--- src/fm_pg_pkg.sv ---
/*
 Shared sizes, detune tables and slot structs of the FM phase generator
 Design files reach these through scoped names
*/
package fm_pg_pkg;

	////////////////////////////////////////
	// Frame geometry
	localparam int num_slots = 24;
	localparam int slot_w    = 5;
	// Read slot that opens the write window
	localparam logic [slot_w-1:0] last_slot = slot_w'(num_slots - 1);

	// Per-slot setting widths
	localparam int fnum_w  = 11;
	localparam int block_w = 3;
	localparam int mul_w   = 4;
	// Sign in the top bit, amount below
	localparam int dt_w    = 3;

	// Datapath widths
	localparam int phinc_w = 17;
	localparam int acc_w   = 20;
	localparam int phase_w = 10;
	localparam int kc_w    = 5;

	////////////////////////////////////////
	// Latency
	// Read slot to output stream
	localparam int pipe_lat = 7;
	// Phase feedback, one full frame
	localparam int ring_len = num_slots;

	////////////////////////////////////////
	// Detune tables
	// Fractional powers of two, by detuned keycode low bits
	localparam logic [4:0] dt_pow2 [0:7] = '{
		5'd16, 5'd17, 5'd19, 5'd20, 5'd22, 5'd24, 5'd26, 5'd29
	};
	// Offset caps by detune amount
	localparam logic [4:0] dt_limit [0:3] = '{5'd8, 5'd8, 5'd16, 5'd22};

	// One slot's settings, 21 bits
	typedef struct packed {
		logic [fnum_w-1:0]  fnum;
		logic [block_w-1:0] block;
		logic [mul_w-1:0]   mul;
		logic [dt_w-1:0]    dt;
	} slot_cfg_t;

	// Slot tag beside the phase data, 11 bits
	typedef struct packed {
		logic              valid;
		logic [slot_w-1:0] slot;
		logic [kc_w-1:0]   keycode;
	} slot_tag_t;

endpackage
--- src/slot_cfg_if.sv ---
/*
 Registered settings of the slot being read, from the store to the pipeline
 Updated once per clock, one cycle behind the sequencer's read slot
*/
`timescale 1ns/1ns

interface slot_cfg_if;

	// Settings of the slot read last cycle
	fm_pg_pkg::slot_cfg_t cfg;

	// Pending key-on, high for one read only
	logic key_on;

	// Sequencer running
	logic rd_valid;

	// Which slot these settings belong to
	logic [fm_pg_pkg::slot_w-1:0] rd_slot;

	// Store side drives everything
	modport store (
		output cfg,
		output key_on,
		output rd_valid,
		output rd_slot
	);

	// Phase pipeline side
	modport gen (
		input cfg,
		input key_on,
		input rd_valid,
		input rd_slot
	);

endinterface

--- src/fm_pg_top.sv ---
/*
 FM phase generator top with host write port and phase stream
 One operator slot per clock, 24 slots per frame
*/
`timescale 1ns/1ns

module fm_pg_top (
	input  logic                          clk,
	input  logic                          arst_n,
	// Host configuration write
	input  logic                          wr_valid,
	output logic                          wr_ready,
	input  logic [fm_pg_pkg::slot_w-1:0]  wr_slot,
	input  logic [fm_pg_pkg::fnum_w-1:0]  wr_fnum,
	input  logic [fm_pg_pkg::block_w-1:0] wr_block,
	input  logic [fm_pg_pkg::mul_w-1:0]   wr_mul,
	input  logic [fm_pg_pkg::dt_w-1:0]    wr_dt,
	input  logic                          wr_key_on,
	// Phase stream
	output logic                          phase_valid,
	output logic [fm_pg_pkg::slot_w-1:0]  phase_slot,
	output logic [fm_pg_pkg::kc_w-1:0]    keycode,
	output logic [fm_pg_pkg::phase_w-1:0] phase
);

	// Sequencer read side
	logic [fm_pg_pkg::slot_w-1:0] rd_slot;
	logic                         rd_valid;

	// Handshake fires and write fields packed
	wire wr_en = wr_valid && wr_ready;
	wire fm_pg_pkg::slot_cfg_t wr_cfg = '{fnum: wr_fnum, block: wr_block, mul: wr_mul, dt: wr_dt};

	// Phase feedback and output tag
	logic [fm_pg_pkg::acc_w-1:0] acc_next, fb_acc;
	fm_pg_pkg::slot_tag_t        tag_next, tag_q;

	slot_cfg_if cfg_if ();

	pg_sequencer seq_i (
		.clk      (clk),
		.arst_n   (arst_n),
		.rd_slot  (rd_slot),
		.rd_valid (rd_valid),
		.wr_ready (wr_ready)
	);

	pg_cfg_store store_i (
		.clk       (clk),
		.arst_n    (arst_n),
		.rd_slot   (rd_slot),
		.rd_valid  (rd_valid),
		.wr_en     (wr_en),
		.wr_slot   (wr_slot),
		.wr_cfg    (wr_cfg),
		.wr_key_on (wr_key_on),
		.cfg       (cfg_if.store)
	);

	pg_phase_gen gen_i (
		.clk         (clk),
		.arst_n      (arst_n),
		.cfg         (cfg_if.gen),
		.fb_acc      (fb_acc),
		.tag_in      (tag_q),
		.acc_next    (acc_next),
		.tag_out     (tag_next),
		.keycode     (keycode),
		.phase       (phase),
		.phase_valid (phase_valid),
		.phase_slot  (phase_slot)
	);

	// Accumulator returns one frame later for the same slot
	pg_delay_ring #(
		.payload_t (logic [fm_pg_pkg::acc_w-1:0]),
		.depth     (fm_pg_pkg::ring_len)
	) phase_ring_i (
		.clk    (clk),
		.arst_n (arst_n),
		.din    (acc_next),
		.dout   (fb_acc)
	);

	// Tag lines up with the registered phase
	pg_delay_ring #(
		.payload_t (fm_pg_pkg::slot_tag_t),
		.depth     (1)
	) tag_ring_i (
		.clk    (clk),
		.arst_n (arst_n),
		.din    (tag_next),
		.dout   (tag_q)
	);

endmodule

--- src/pg_delay_ring.sv ---
/*
 Resettable shift line of a chosen payload type
 Serves as the one-frame phase feedback and as the output tag delay
*/
`timescale 1ns/1ns

module pg_delay_ring #(
	parameter type payload_t = logic,
	parameter int  depth     = 1
) (
	input  logic     clk,
	input  logic     arst_n,
	input  payload_t din,
	output payload_t dout
);

	// Stage 0 is the newest entry
	payload_t line_q [depth];

	always_ff @(posedge clk or negedge arst_n) begin
		if (!arst_n) begin
			line_q <= '{default: '0};
		end else begin
			line_q[0] <= din;
			// Move every entry one stage on
			for (int i = 1; i < depth; i++) begin
				line_q[i] <= line_q[i-1];
			end
		end
	end

	// Oldest entry, depth cycles after entry
	assign dout = line_q[depth-1];

endmodule

--- src/pg_phase_gen.sv ---
/*
 Phase increment pipeline and accumulator of the FM phase generator
 Settings enter from slot_cfg_if and the new accumulator leaves for the feedback ring
*/
`timescale 1ns/1ns

module pg_phase_gen (
	input  logic                          clk,
	input  logic                          arst_n,
	slot_cfg_if.gen                       cfg,
	// Same slot's accumulator, one frame old
	input  logic [fm_pg_pkg::acc_w-1:0]   fb_acc,
	// Tag back from the alignment ring
	input  fm_pg_pkg::slot_tag_t          tag_in,
	output logic [fm_pg_pkg::acc_w-1:0]   acc_next,
	output fm_pg_pkg::slot_tag_t          tag_out,
	output logic [fm_pg_pkg::kc_w-1:0]    keycode,
	output logic [fm_pg_pkg::phase_w-1:0] phase,
	output logic                          phase_valid,
	output logic [fm_pg_pkg::slot_w-1:0]  phase_slot
);

	// Sideband stage registers
	fm_pg_pkg::slot_tag_t         tag_s [1:5];
	logic [1:5]                   kon_s;
	logic [fm_pg_pkg::dt_w-1:0]   dt_s  [1:3];
	logic [fm_pg_pkg::mul_w-1:0]  mul_s [1:4];

	// Datapath
	logic [fm_pg_pkg::phinc_w:0]   blk_shift;
	logic [fm_pg_pkg::kc_w-1:0]    kc_s0;
	logic [fm_pg_pkg::phinc_w-1:0] phinc_s1, phinc_s2, phinc_s3, phinc_s4, phinc_s5;
	logic [5:0]                    dt_kf_s2;
	logic [4:0]                    pow2, dt_cap, dt_off_s3;
	logic [5:0]                    dt_raw;
	logic [fm_pg_pkg::phinc_w+fm_pg_pkg::mul_w-1:0] mul_prod;

	// Slot tag, key-on and late-used fields ride beside the data
	always_ff @(posedge clk or negedge arst_n) begin
		if (!arst_n) begin
			tag_s <= '{default: '0};
			kon_s <= '0;
			dt_s  <= '{default: '0};
			mul_s <= '{default: '0};
		end else begin
			tag_s[1] <= '{valid: cfg.rd_valid, slot: cfg.rd_slot, keycode: kc_s0};
			kon_s[1] <= cfg.key_on;
			dt_s[1]  <= cfg.cfg.dt;
			mul_s[1] <= cfg.cfg.mul;
			for (int i = 2; i <= 5; i++) begin
				tag_s[i] <= tag_s[i-1];
				kon_s[i] <= kon_s[i-1];
			end
			for (int i = 2; i <= 3; i++) begin
				dt_s[i] <= dt_s[i-1];
			end
			for (int i = 2; i <= 4; i++) begin
				mul_s[i] <= mul_s[i-1];
			end
		end
	end

	////////////////////////////////////////
	// Stage 1 block shift and keycode
	// Octave shift, halved so block 1 passes fnum unchanged
	assign blk_shift = {7'd0, cfg.cfg.fnum} << cfg.cfg.block;
	// Fifth bit rounds fnum bits 9..7 towards the upper note
	assign kc_s0 = {cfg.cfg.block, cfg.cfg.fnum[10],
		cfg.cfg.fnum[10] ? (|cfg.cfg.fnum[9:7]) : (&cfg.cfg.fnum[9:7])};

	always_ff @(posedge clk or negedge arst_n) begin
		if (!arst_n) begin
			phinc_s1 <= '0;
		end else begin
			phinc_s1 <= blk_shift[fm_pg_pkg::phinc_w:1];
		end
	end

	////////////////////////////////////////
	// Stage 2 detuned keycode
	always_ff @(posedge clk or negedge arst_n) begin
		if (!arst_n) begin
			dt_kf_s2 <= '0;
			phinc_s2 <= '0;
		end else begin
			case (dt_s[1][1:0])
				2'd1:    dt_kf_s2 <= {1'b0, tag_s[1].keycode} - 6'd4;
				2'd2:    dt_kf_s2 <= {1'b0, tag_s[1].keycode} + 6'd4;
				2'd3:    dt_kf_s2 <= {1'b0, tag_s[1].keycode} + 6'd8;
				default: dt_kf_s2 <= {1'b0, tag_s[1].keycode};
			endcase
			phinc_s2 <= phinc_s1;
		end
	end

	////////////////////////////////////////
	// Stage 3 detune offset
	assign pow2   = fm_pg_pkg::dt_pow2[dt_kf_s2[2:0]];
	assign dt_cap = fm_pg_pkg::dt_limit[dt_s[2][1:0]];

	// Octave of the detuned keycode scales the offset
	always_comb begin
		case (dt_kf_s2[5:3])
			3'd0:    dt_raw = {5'd0, pow2[4]};
			3'd1:    dt_raw = {4'd0, pow2[4:3]};
			3'd2:    dt_raw = {3'd0, pow2[4:2]};
			3'd3:    dt_raw = {2'd0, pow2[4:1]};
			3'd4:    dt_raw = {1'd0, pow2};
			3'd5:    dt_raw = {pow2, 1'b0};
			// Also catches a wrapped negative keycode
			default: dt_raw = 6'd0;
		endcase
	end

	always_ff @(posedge clk or negedge arst_n) begin
		if (!arst_n) begin
			dt_off_s3 <= '0;
			phinc_s3  <= '0;
		end else begin
			dt_off_s3 <= (dt_raw > {1'b0, dt_cap}) ? dt_cap : dt_raw[4:0];
			phinc_s3  <= phinc_s2;
		end
	end

	////////////////////////////////////////
	// Stage 4 apply detune, then stage 5 multiply
	assign mul_prod = phinc_s4 * mul_s[4];

	always_ff @(posedge clk or negedge arst_n) begin
		if (!arst_n) begin
			phinc_s4 <= '0;
			phinc_s5 <= '0;
		end else begin
			if (dt_s[3][1:0] == 2'd0) begin
				phinc_s4 <= phinc_s3;
			end else if (!dt_s[3][2]) begin
				phinc_s4 <= phinc_s3 + dt_off_s3;
			end else begin
				phinc_s4 <= phinc_s3 - dt_off_s3;
			end
			// Multiplier 0 means one half
			if (mul_s[4] == '0) begin
				phinc_s5 <= {1'b0, phinc_s4[fm_pg_pkg::phinc_w-1:1]};
			end else begin
				phinc_s5 <= mul_prod[fm_pg_pkg::phinc_w-1:0];
			end
		end
	end

	////////////////////////////////////////
	// Stage 6 accumulate
	// Key-on restarts the slot from zero
	assign acc_next = kon_s[5] ? '0 : fb_acc + {3'd0, phinc_s5};
	assign tag_out  = tag_s[5];

	always_ff @(posedge clk or negedge arst_n) begin
		if (!arst_n) begin
			phase <= '0;
		end else begin
			phase <= acc_next[fm_pg_pkg::acc_w-1 -: fm_pg_pkg::phase_w];
		end
	end

	// Tag comes back aligned with the phase register
	assign phase_valid = tag_in.valid;
	assign phase_slot  = tag_in.slot;
	assign keycode     = tag_in.keycode;

endmodule

--- src/pg_cfg_store.sv ---
/*
 Per-slot configuration array with one-shot key-on flags
 Written by the host handshake and read once per cycle onto slot_cfg_if
*/
`timescale 1ns/1ns

module pg_cfg_store (
	input  logic                         clk,
	input  logic                         arst_n,
	// Sequencer read side
	input  logic [fm_pg_pkg::slot_w-1:0] rd_slot,
	input  logic                         rd_valid,
	// Host write side
	input  logic                         wr_en,
	input  logic [fm_pg_pkg::slot_w-1:0] wr_slot,
	input  fm_pg_pkg::slot_cfg_t         wr_cfg,
	input  logic                         wr_key_on,
	// Registered read data
	slot_cfg_if.store                    cfg
);

	// Slot settings
	fm_pg_pkg::slot_cfg_t cfg_mem [fm_pg_pkg::num_slots];

	// Key-on waiting for its slot's next read
	logic [fm_pg_pkg::num_slots-1:0] kon_pend;

	////////////////////////////////////////
	// Settings array
	always_ff @(posedge clk or negedge arst_n) begin
		if (!arst_n) begin
			cfg_mem <= '{default: '0};
		end else if (wr_en) begin
			cfg_mem[wr_slot] <= wr_cfg;
		end
	end

	////////////////////////////////////////
	// Key-on flags
	always_ff @(posedge clk or negedge arst_n) begin
		if (!arst_n) begin
			kon_pend <= '0;
		end else begin
			// Consumed by the read
			if (rd_valid) begin
				kon_pend[rd_slot] <= 1'b0;
			end
			// New request wins over a read of the same slot
			if (wr_en && wr_key_on) begin
				kon_pend[wr_slot] <= 1'b1;
			end
		end
	end

	////////////////////////////////////////
	// Read port
	// Old contents on a same-cycle write
	always_ff @(posedge clk or negedge arst_n) begin
		if (!arst_n) begin
			cfg.cfg      <= '0;
			cfg.key_on   <= 1'b0;
			cfg.rd_valid <= 1'b0;
			cfg.rd_slot  <= '0;
		end else begin
			cfg.cfg      <= cfg_mem[rd_slot];
			cfg.key_on   <= rd_valid && kon_pend[rd_slot];
			cfg.rd_valid <= rd_valid;
			cfg.rd_slot  <= rd_slot;
		end
	end

endmodule

--- src/pg_sequencer.sv ---
/*
 Slot sequencer of the phase generator
 Walks the 24 slots after reset and opens the host write window at slot 23
*/
`timescale 1ns/1ns

module pg_sequencer (
	input  logic                         clk,
	input  logic                         arst_n,
	output logic [fm_pg_pkg::slot_w-1:0] rd_slot,
	output logic                         rd_valid,
	output logic                         wr_ready
);

	// Last slot of the frame
	logic frame_end;

	assign frame_end = (rd_slot == fm_pg_pkg::last_slot);

	////////////////////////////////////////
	// Slot counter
	// First edge after reset only starts the run
	// Slot 0 is read in the cycle that follows
	always_ff @(posedge clk or negedge arst_n) begin
		if (!arst_n) begin
			rd_valid <= 1'b0;
			rd_slot  <= '0;
		end else if (!rd_valid) begin
			rd_valid <= 1'b1;
		end else if (frame_end) begin
			// Wrap to a new frame
			rd_slot <= '0;
		end else begin
			rd_slot <= rd_slot + 1'b1;
		end
	end

	////////////////////////////////////////
	// Write window
	// Open while slot 23 is read
	// A write landing here takes effect from the next frame onwards
	// Host waits up to 23 cycles otherwise
	assign wr_ready = rd_valid && frame_end;

endmodule

--- config.mk ---
export PLATFORM = sky130hd
export DESIGN_NAME = fm_pg_top
export DESIGN_NICKNAME = d
export VERILOG_FILES = /design/src/fm_pg_pkg.sv /design/src/slot_cfg_if.sv /design/src/fm_pg_top.sv /design/src/pg_delay_ring.sv /design/src/pg_phase_gen.sv /design/src/pg_cfg_store.sv /design/src/pg_sequencer.sv
export SDC_FILE = /design/constraint.sdc
export NUM_CORES = 1
export LEC_CHECK = 0
export BUFFER_PORTS_ARGS = -buffer_cell sky130_fd_sc_hd__buf_4
export CELL_PAD_IN_SITES_DETAIL_PLACEMENT = 1
export CELL_PAD_IN_SITES_GLOBAL_PLACEMENT = 2
export CORE_ASPECT_RATIO = 1.75
export CORE_MARGIN = 10
export CORE_UTILIZATION = 47
export DETAILED_ROUTE_END_ITERATION = 7
export GPL_TIMING_DRIVEN = 0
export PLACE_DENSITY = 0.82
export SYNTH_ARGS = -nofsm -noshare
export SYNTH_HDL_FRONTEND = slang
export SYNTH_SLANG_ARGS = --single-unit
--- constraint.sdc ---
create_clock -name clk -period 5.28 [get_ports clk]
set_clock_uncertainty 0.15 [all_clocks]
set_input_delay 0.792 -clock clk [delete_from_list [all_inputs] [get_ports clk]]
set_output_delay 0.792 -clock clk [all_outputs]
set_load 0.005 [all_outputs]
==> impl_metrics.tcl <==
set metrics [dict create \
    worst_hold_slack_ns 0.1798 \
    ir_drop_mv 0.2869 \
    yosysWarnings 0 \
    critPathKind "reg -> reg" \
    hold_viol 0 \
    synth_top_area_share_pct 66.18 \
    grt_remaining_overflow 0 \
    ys.flop_type "dfrtp_1" \
    tightest_slew_ns 1.437 \
    cp_cell_sequence "clkbuf_1 > nand2_1 > fa_1 > fa_1 > inv_1 > fa_1 > a21o_1 > a21oi_1 > o2111ai_1 > a21oi_1 > o31ai_1 > xnor2_1 > o21ai_0" \
    n_fill_cell 9271 \
    fp.dieH_microns 436.5 \
    cts_tree "yes" \
    clk_pin_slew_ns 0.06 \
    drc 0 \
    cts_buffer_depth 3 \
    outcome "finished clean" \
    crit_path_max_incr_delay_ns 0.55 \
    track_usage_pct 20.31 \
    antenna_found_initial 0 \
    rows 152 \
    drt_iter0_markers 1365 \
    die_width_microns 258.0 \
    grt_pass1_vias 28950 \
    yosys.cell_types.count 73 \
    final_core_util_pct 53.73 \
    post_cts_buffers 0 \
    rsz0062_at_grt "false" \
    seq_area_frac_synth_pct 66.18 \
    cts_buffers 109 \
    leakage_nw 26.48 \
    cpMostUsedCell "fa_1" \
    path_max_fanout 10 \
    dieArea_sq_um 112600 \
    synth_mux_area_share_pct 19.27 \
    via_count 24620 \
    pin_count 52 \
    grt_max_degree 203 \
    ys_ff_latch 1232 \
    start_util_pct 47.38 \
    finalInstanceArea_sq_um 52830 \
    synth_edf_count 0 \
    synth-simple-area-share_pct 3.895 \
    coreArea_sq_um 98320 \
    routed_wl_mm 111.9 \
    insertion_delay_ns 0.74 \
    slew_headroom_pct 3.456 \
    crit_path_start_kind "flip-flop" \
    synth_top_family_by_area "multiplexers" \
    fmax_mhz 202.9 \
    finalWorstSetupSlack_ns 0.3508 \
    areaGrowthSynthToFinish_pct 13.40 \
    clockRootBuffer "clkbuf_16" \
    vias_per_cell 5.455 \
    wl_per_cell_microns 24.78 \
    synth.area.top_cells "dfrtp_1, mux2_2, mux4_2" \
    cp.arrival_ns 5.34 \
    netlist_area_sq_um 46580 \
    grt_pass1_wl_mm 174.9 \
    n_antenna_cell 0 \
    syn_avg_cell_area_sq_um 15.83 \
    cpMaxStageDelayCell "fa_1" \
    syn_inst 2942 \
    dr.pass1.iters 5 \
    htreeDepth 3 \
    synthXorXnorAreaFrac_pct 0.7897 \
    placed_area_sq_um 48810 \
    dpl.hpwl_mm 80.55 \
    port_buffers 50 \
    synthAdderAreaFrac_pct 3.143 \
    synth_top_area_cell "dfrtp_1" \
    fin_crit_ns 4.929 \
    cp.required_ns 5.70 \
    cap_violations 0 \
    cts.sinks 1232 \
    num-nets-final 3240 \
    synth_nets 3071 \
    synth_compound_gate_area_share_pct 4.206 \
    cellPowerDensity_nw_per_um2 383.4 \
    setup-tns-final_ns 0 \
    slew_viol_final 0 \
    dp_slack_ns 0.2547 \
    fin_crit_sh_pct 93.36 \
    setup_viol 0 \
    async_reset_ff_share_pct 100.0 \
    hp-class "in -> reg" \
    end_kind "flip-flop" \
    gp_congestion 0.8398 \
    ant_nets 0 \
    drive_gt1_share_pct 28.71 \
]
## flip-flops by register name (all words and copies together), names as in the netlist, 9 cells and up
register / count
gen_i.phinc_s4: 17
gen_i.dt_s: 9
phase_ring_i.dout: 20
gen_i.phinc_s5: 17
tag_ring_i.dout: 11
gen_i.phinc_s3: 17
phase_ring_i.line_q: 459
gen_i.tag_out: 11
store_i.kon_pend: 24
store_i.cfg_mem: 504
store_i.cfg.cfg: 21
gen_i.mul_s: 16
gen_i.phinc_s1: 17
gen_i.phinc_s2: 17
gen_i.tag_s: 44
## final cells by class
class	count	area (sq um)	share of cell area, %
sequential	1232	30830	58.36
multi-input combinational	1458	14590	27.62
clock buffer	143	3107	5.881
tap	1309	1638	3.100
clock inverter	61	894.6	1.694
buffer	172	869.6	1.646
timing repair buffer	58	598.1	1.132
inverter	80	300.3	0.5685
## worst paths after layout
check,startpoint,end,slack (ns),cells past startpoint
max,gen_i.mul_s[2]$_DFF_PN0_,gen_i.phinc_s5[14]$_DFF_PN0_,0.35,13
min,wr_dt[1],store_i.cfg_mem[442]$_DFFE_PN0P_,0.18,2
max reg2reg,gen_i.mul_s[2]$_DFF_PN0_,gen_i.phinc_s5[14]$_DFF_PN0_,0.35,13
min reg2reg,phase_ring_i.line_q[273]$_DFF_PN0_,phase_ring_i.line_q[253]$_DFF_PN0_,0.18,0
max in group asynchronous,arst_n,store_i.cfg_mem[34]$_DFFE_PN0P_,0.85,7
min in group asynchronous,arst_n,phase_ring_i.line_q[292]$_DFF_PN0_,0.51,2
## report_power, final
part	switching, mW	total, mW	internal (mW)
registers	0.117	9.79	9.67
logic	1.30	1.76	0.468
clock network	3.64	8.70	5.06
total	5.06	20.3	15.2
## layout by cell type (no fill, tap or decap), drive strengths merged, types with 6 or more instances in the layout
master,count
o211ai,6
o31ai,11
nor2,86
nor3b,8
mux2i,18
bufinv,18
dfrtp,1232
o21a,15
nor3,17
clkinvlp,6
and2,43
o21ai,72
nor2b,10
mux4,132
clkbuf,239
a21oi,42
a22oi,66
nand2,109
a21o,19
buf,133
nand3,40
fa,30
xnor2,22
mux2,517
a22o,12
xor2,20
clkinv,36
ha,69
a211oi,13
nand2b,11
inv,81
## worst max-delay path: cells and delay by family, from the launching register on
family          cells  cell delay [ns]
flops               1             0.52
fa+ha+maj           3             1.55
xor+xnor            1             0.14
compound gates      6             1.77
buf+inv             2             0.50
simple gates        1             0.15
## cell usage after synthesis, types with 43 or more instances
cell type  instances
ha_1              69
o21ai_0           71
nor2_1            82
mux4_2           132
dfrtp_1         1232
mux2_2           441
clkbuf_1          96
buf_2             49
mux2_1            76
and2_1            43
nand2_1          109
a22oi_1           66
inv_1             79
## repair_timing
action,in CTS,in global routing
endpoints found under the hold margin,102,0
hold buffers,1,0
resized for setup,0,0
## metal layers
metal,track usage [%],wire length (microns),up-vias
li1,-,-,10650
met1,20.62,39070,13334
met2,39.72,64660,392
met3,2.544,2680,244
met4,10.09,5438,0
met5,0,0,-
## cells by family after synthesis
group | count (synthesis)
compound gates | 293
other cells | 1
buf+inv | 252
mux | 667
flops | 1232
simple gates | 356
fa+ha+maj | 99
xor+xnor | 42
## per-stage QoR
step	cells	total power [mW]
floorplan	2942	10.78
global route	4513	21.01
CTS	4513	20.52
finish	4513	20.25
detailed placement	4308	11.75
global placement	4301	11.66
Note: power is estimated with default switching activity, not from simulation.
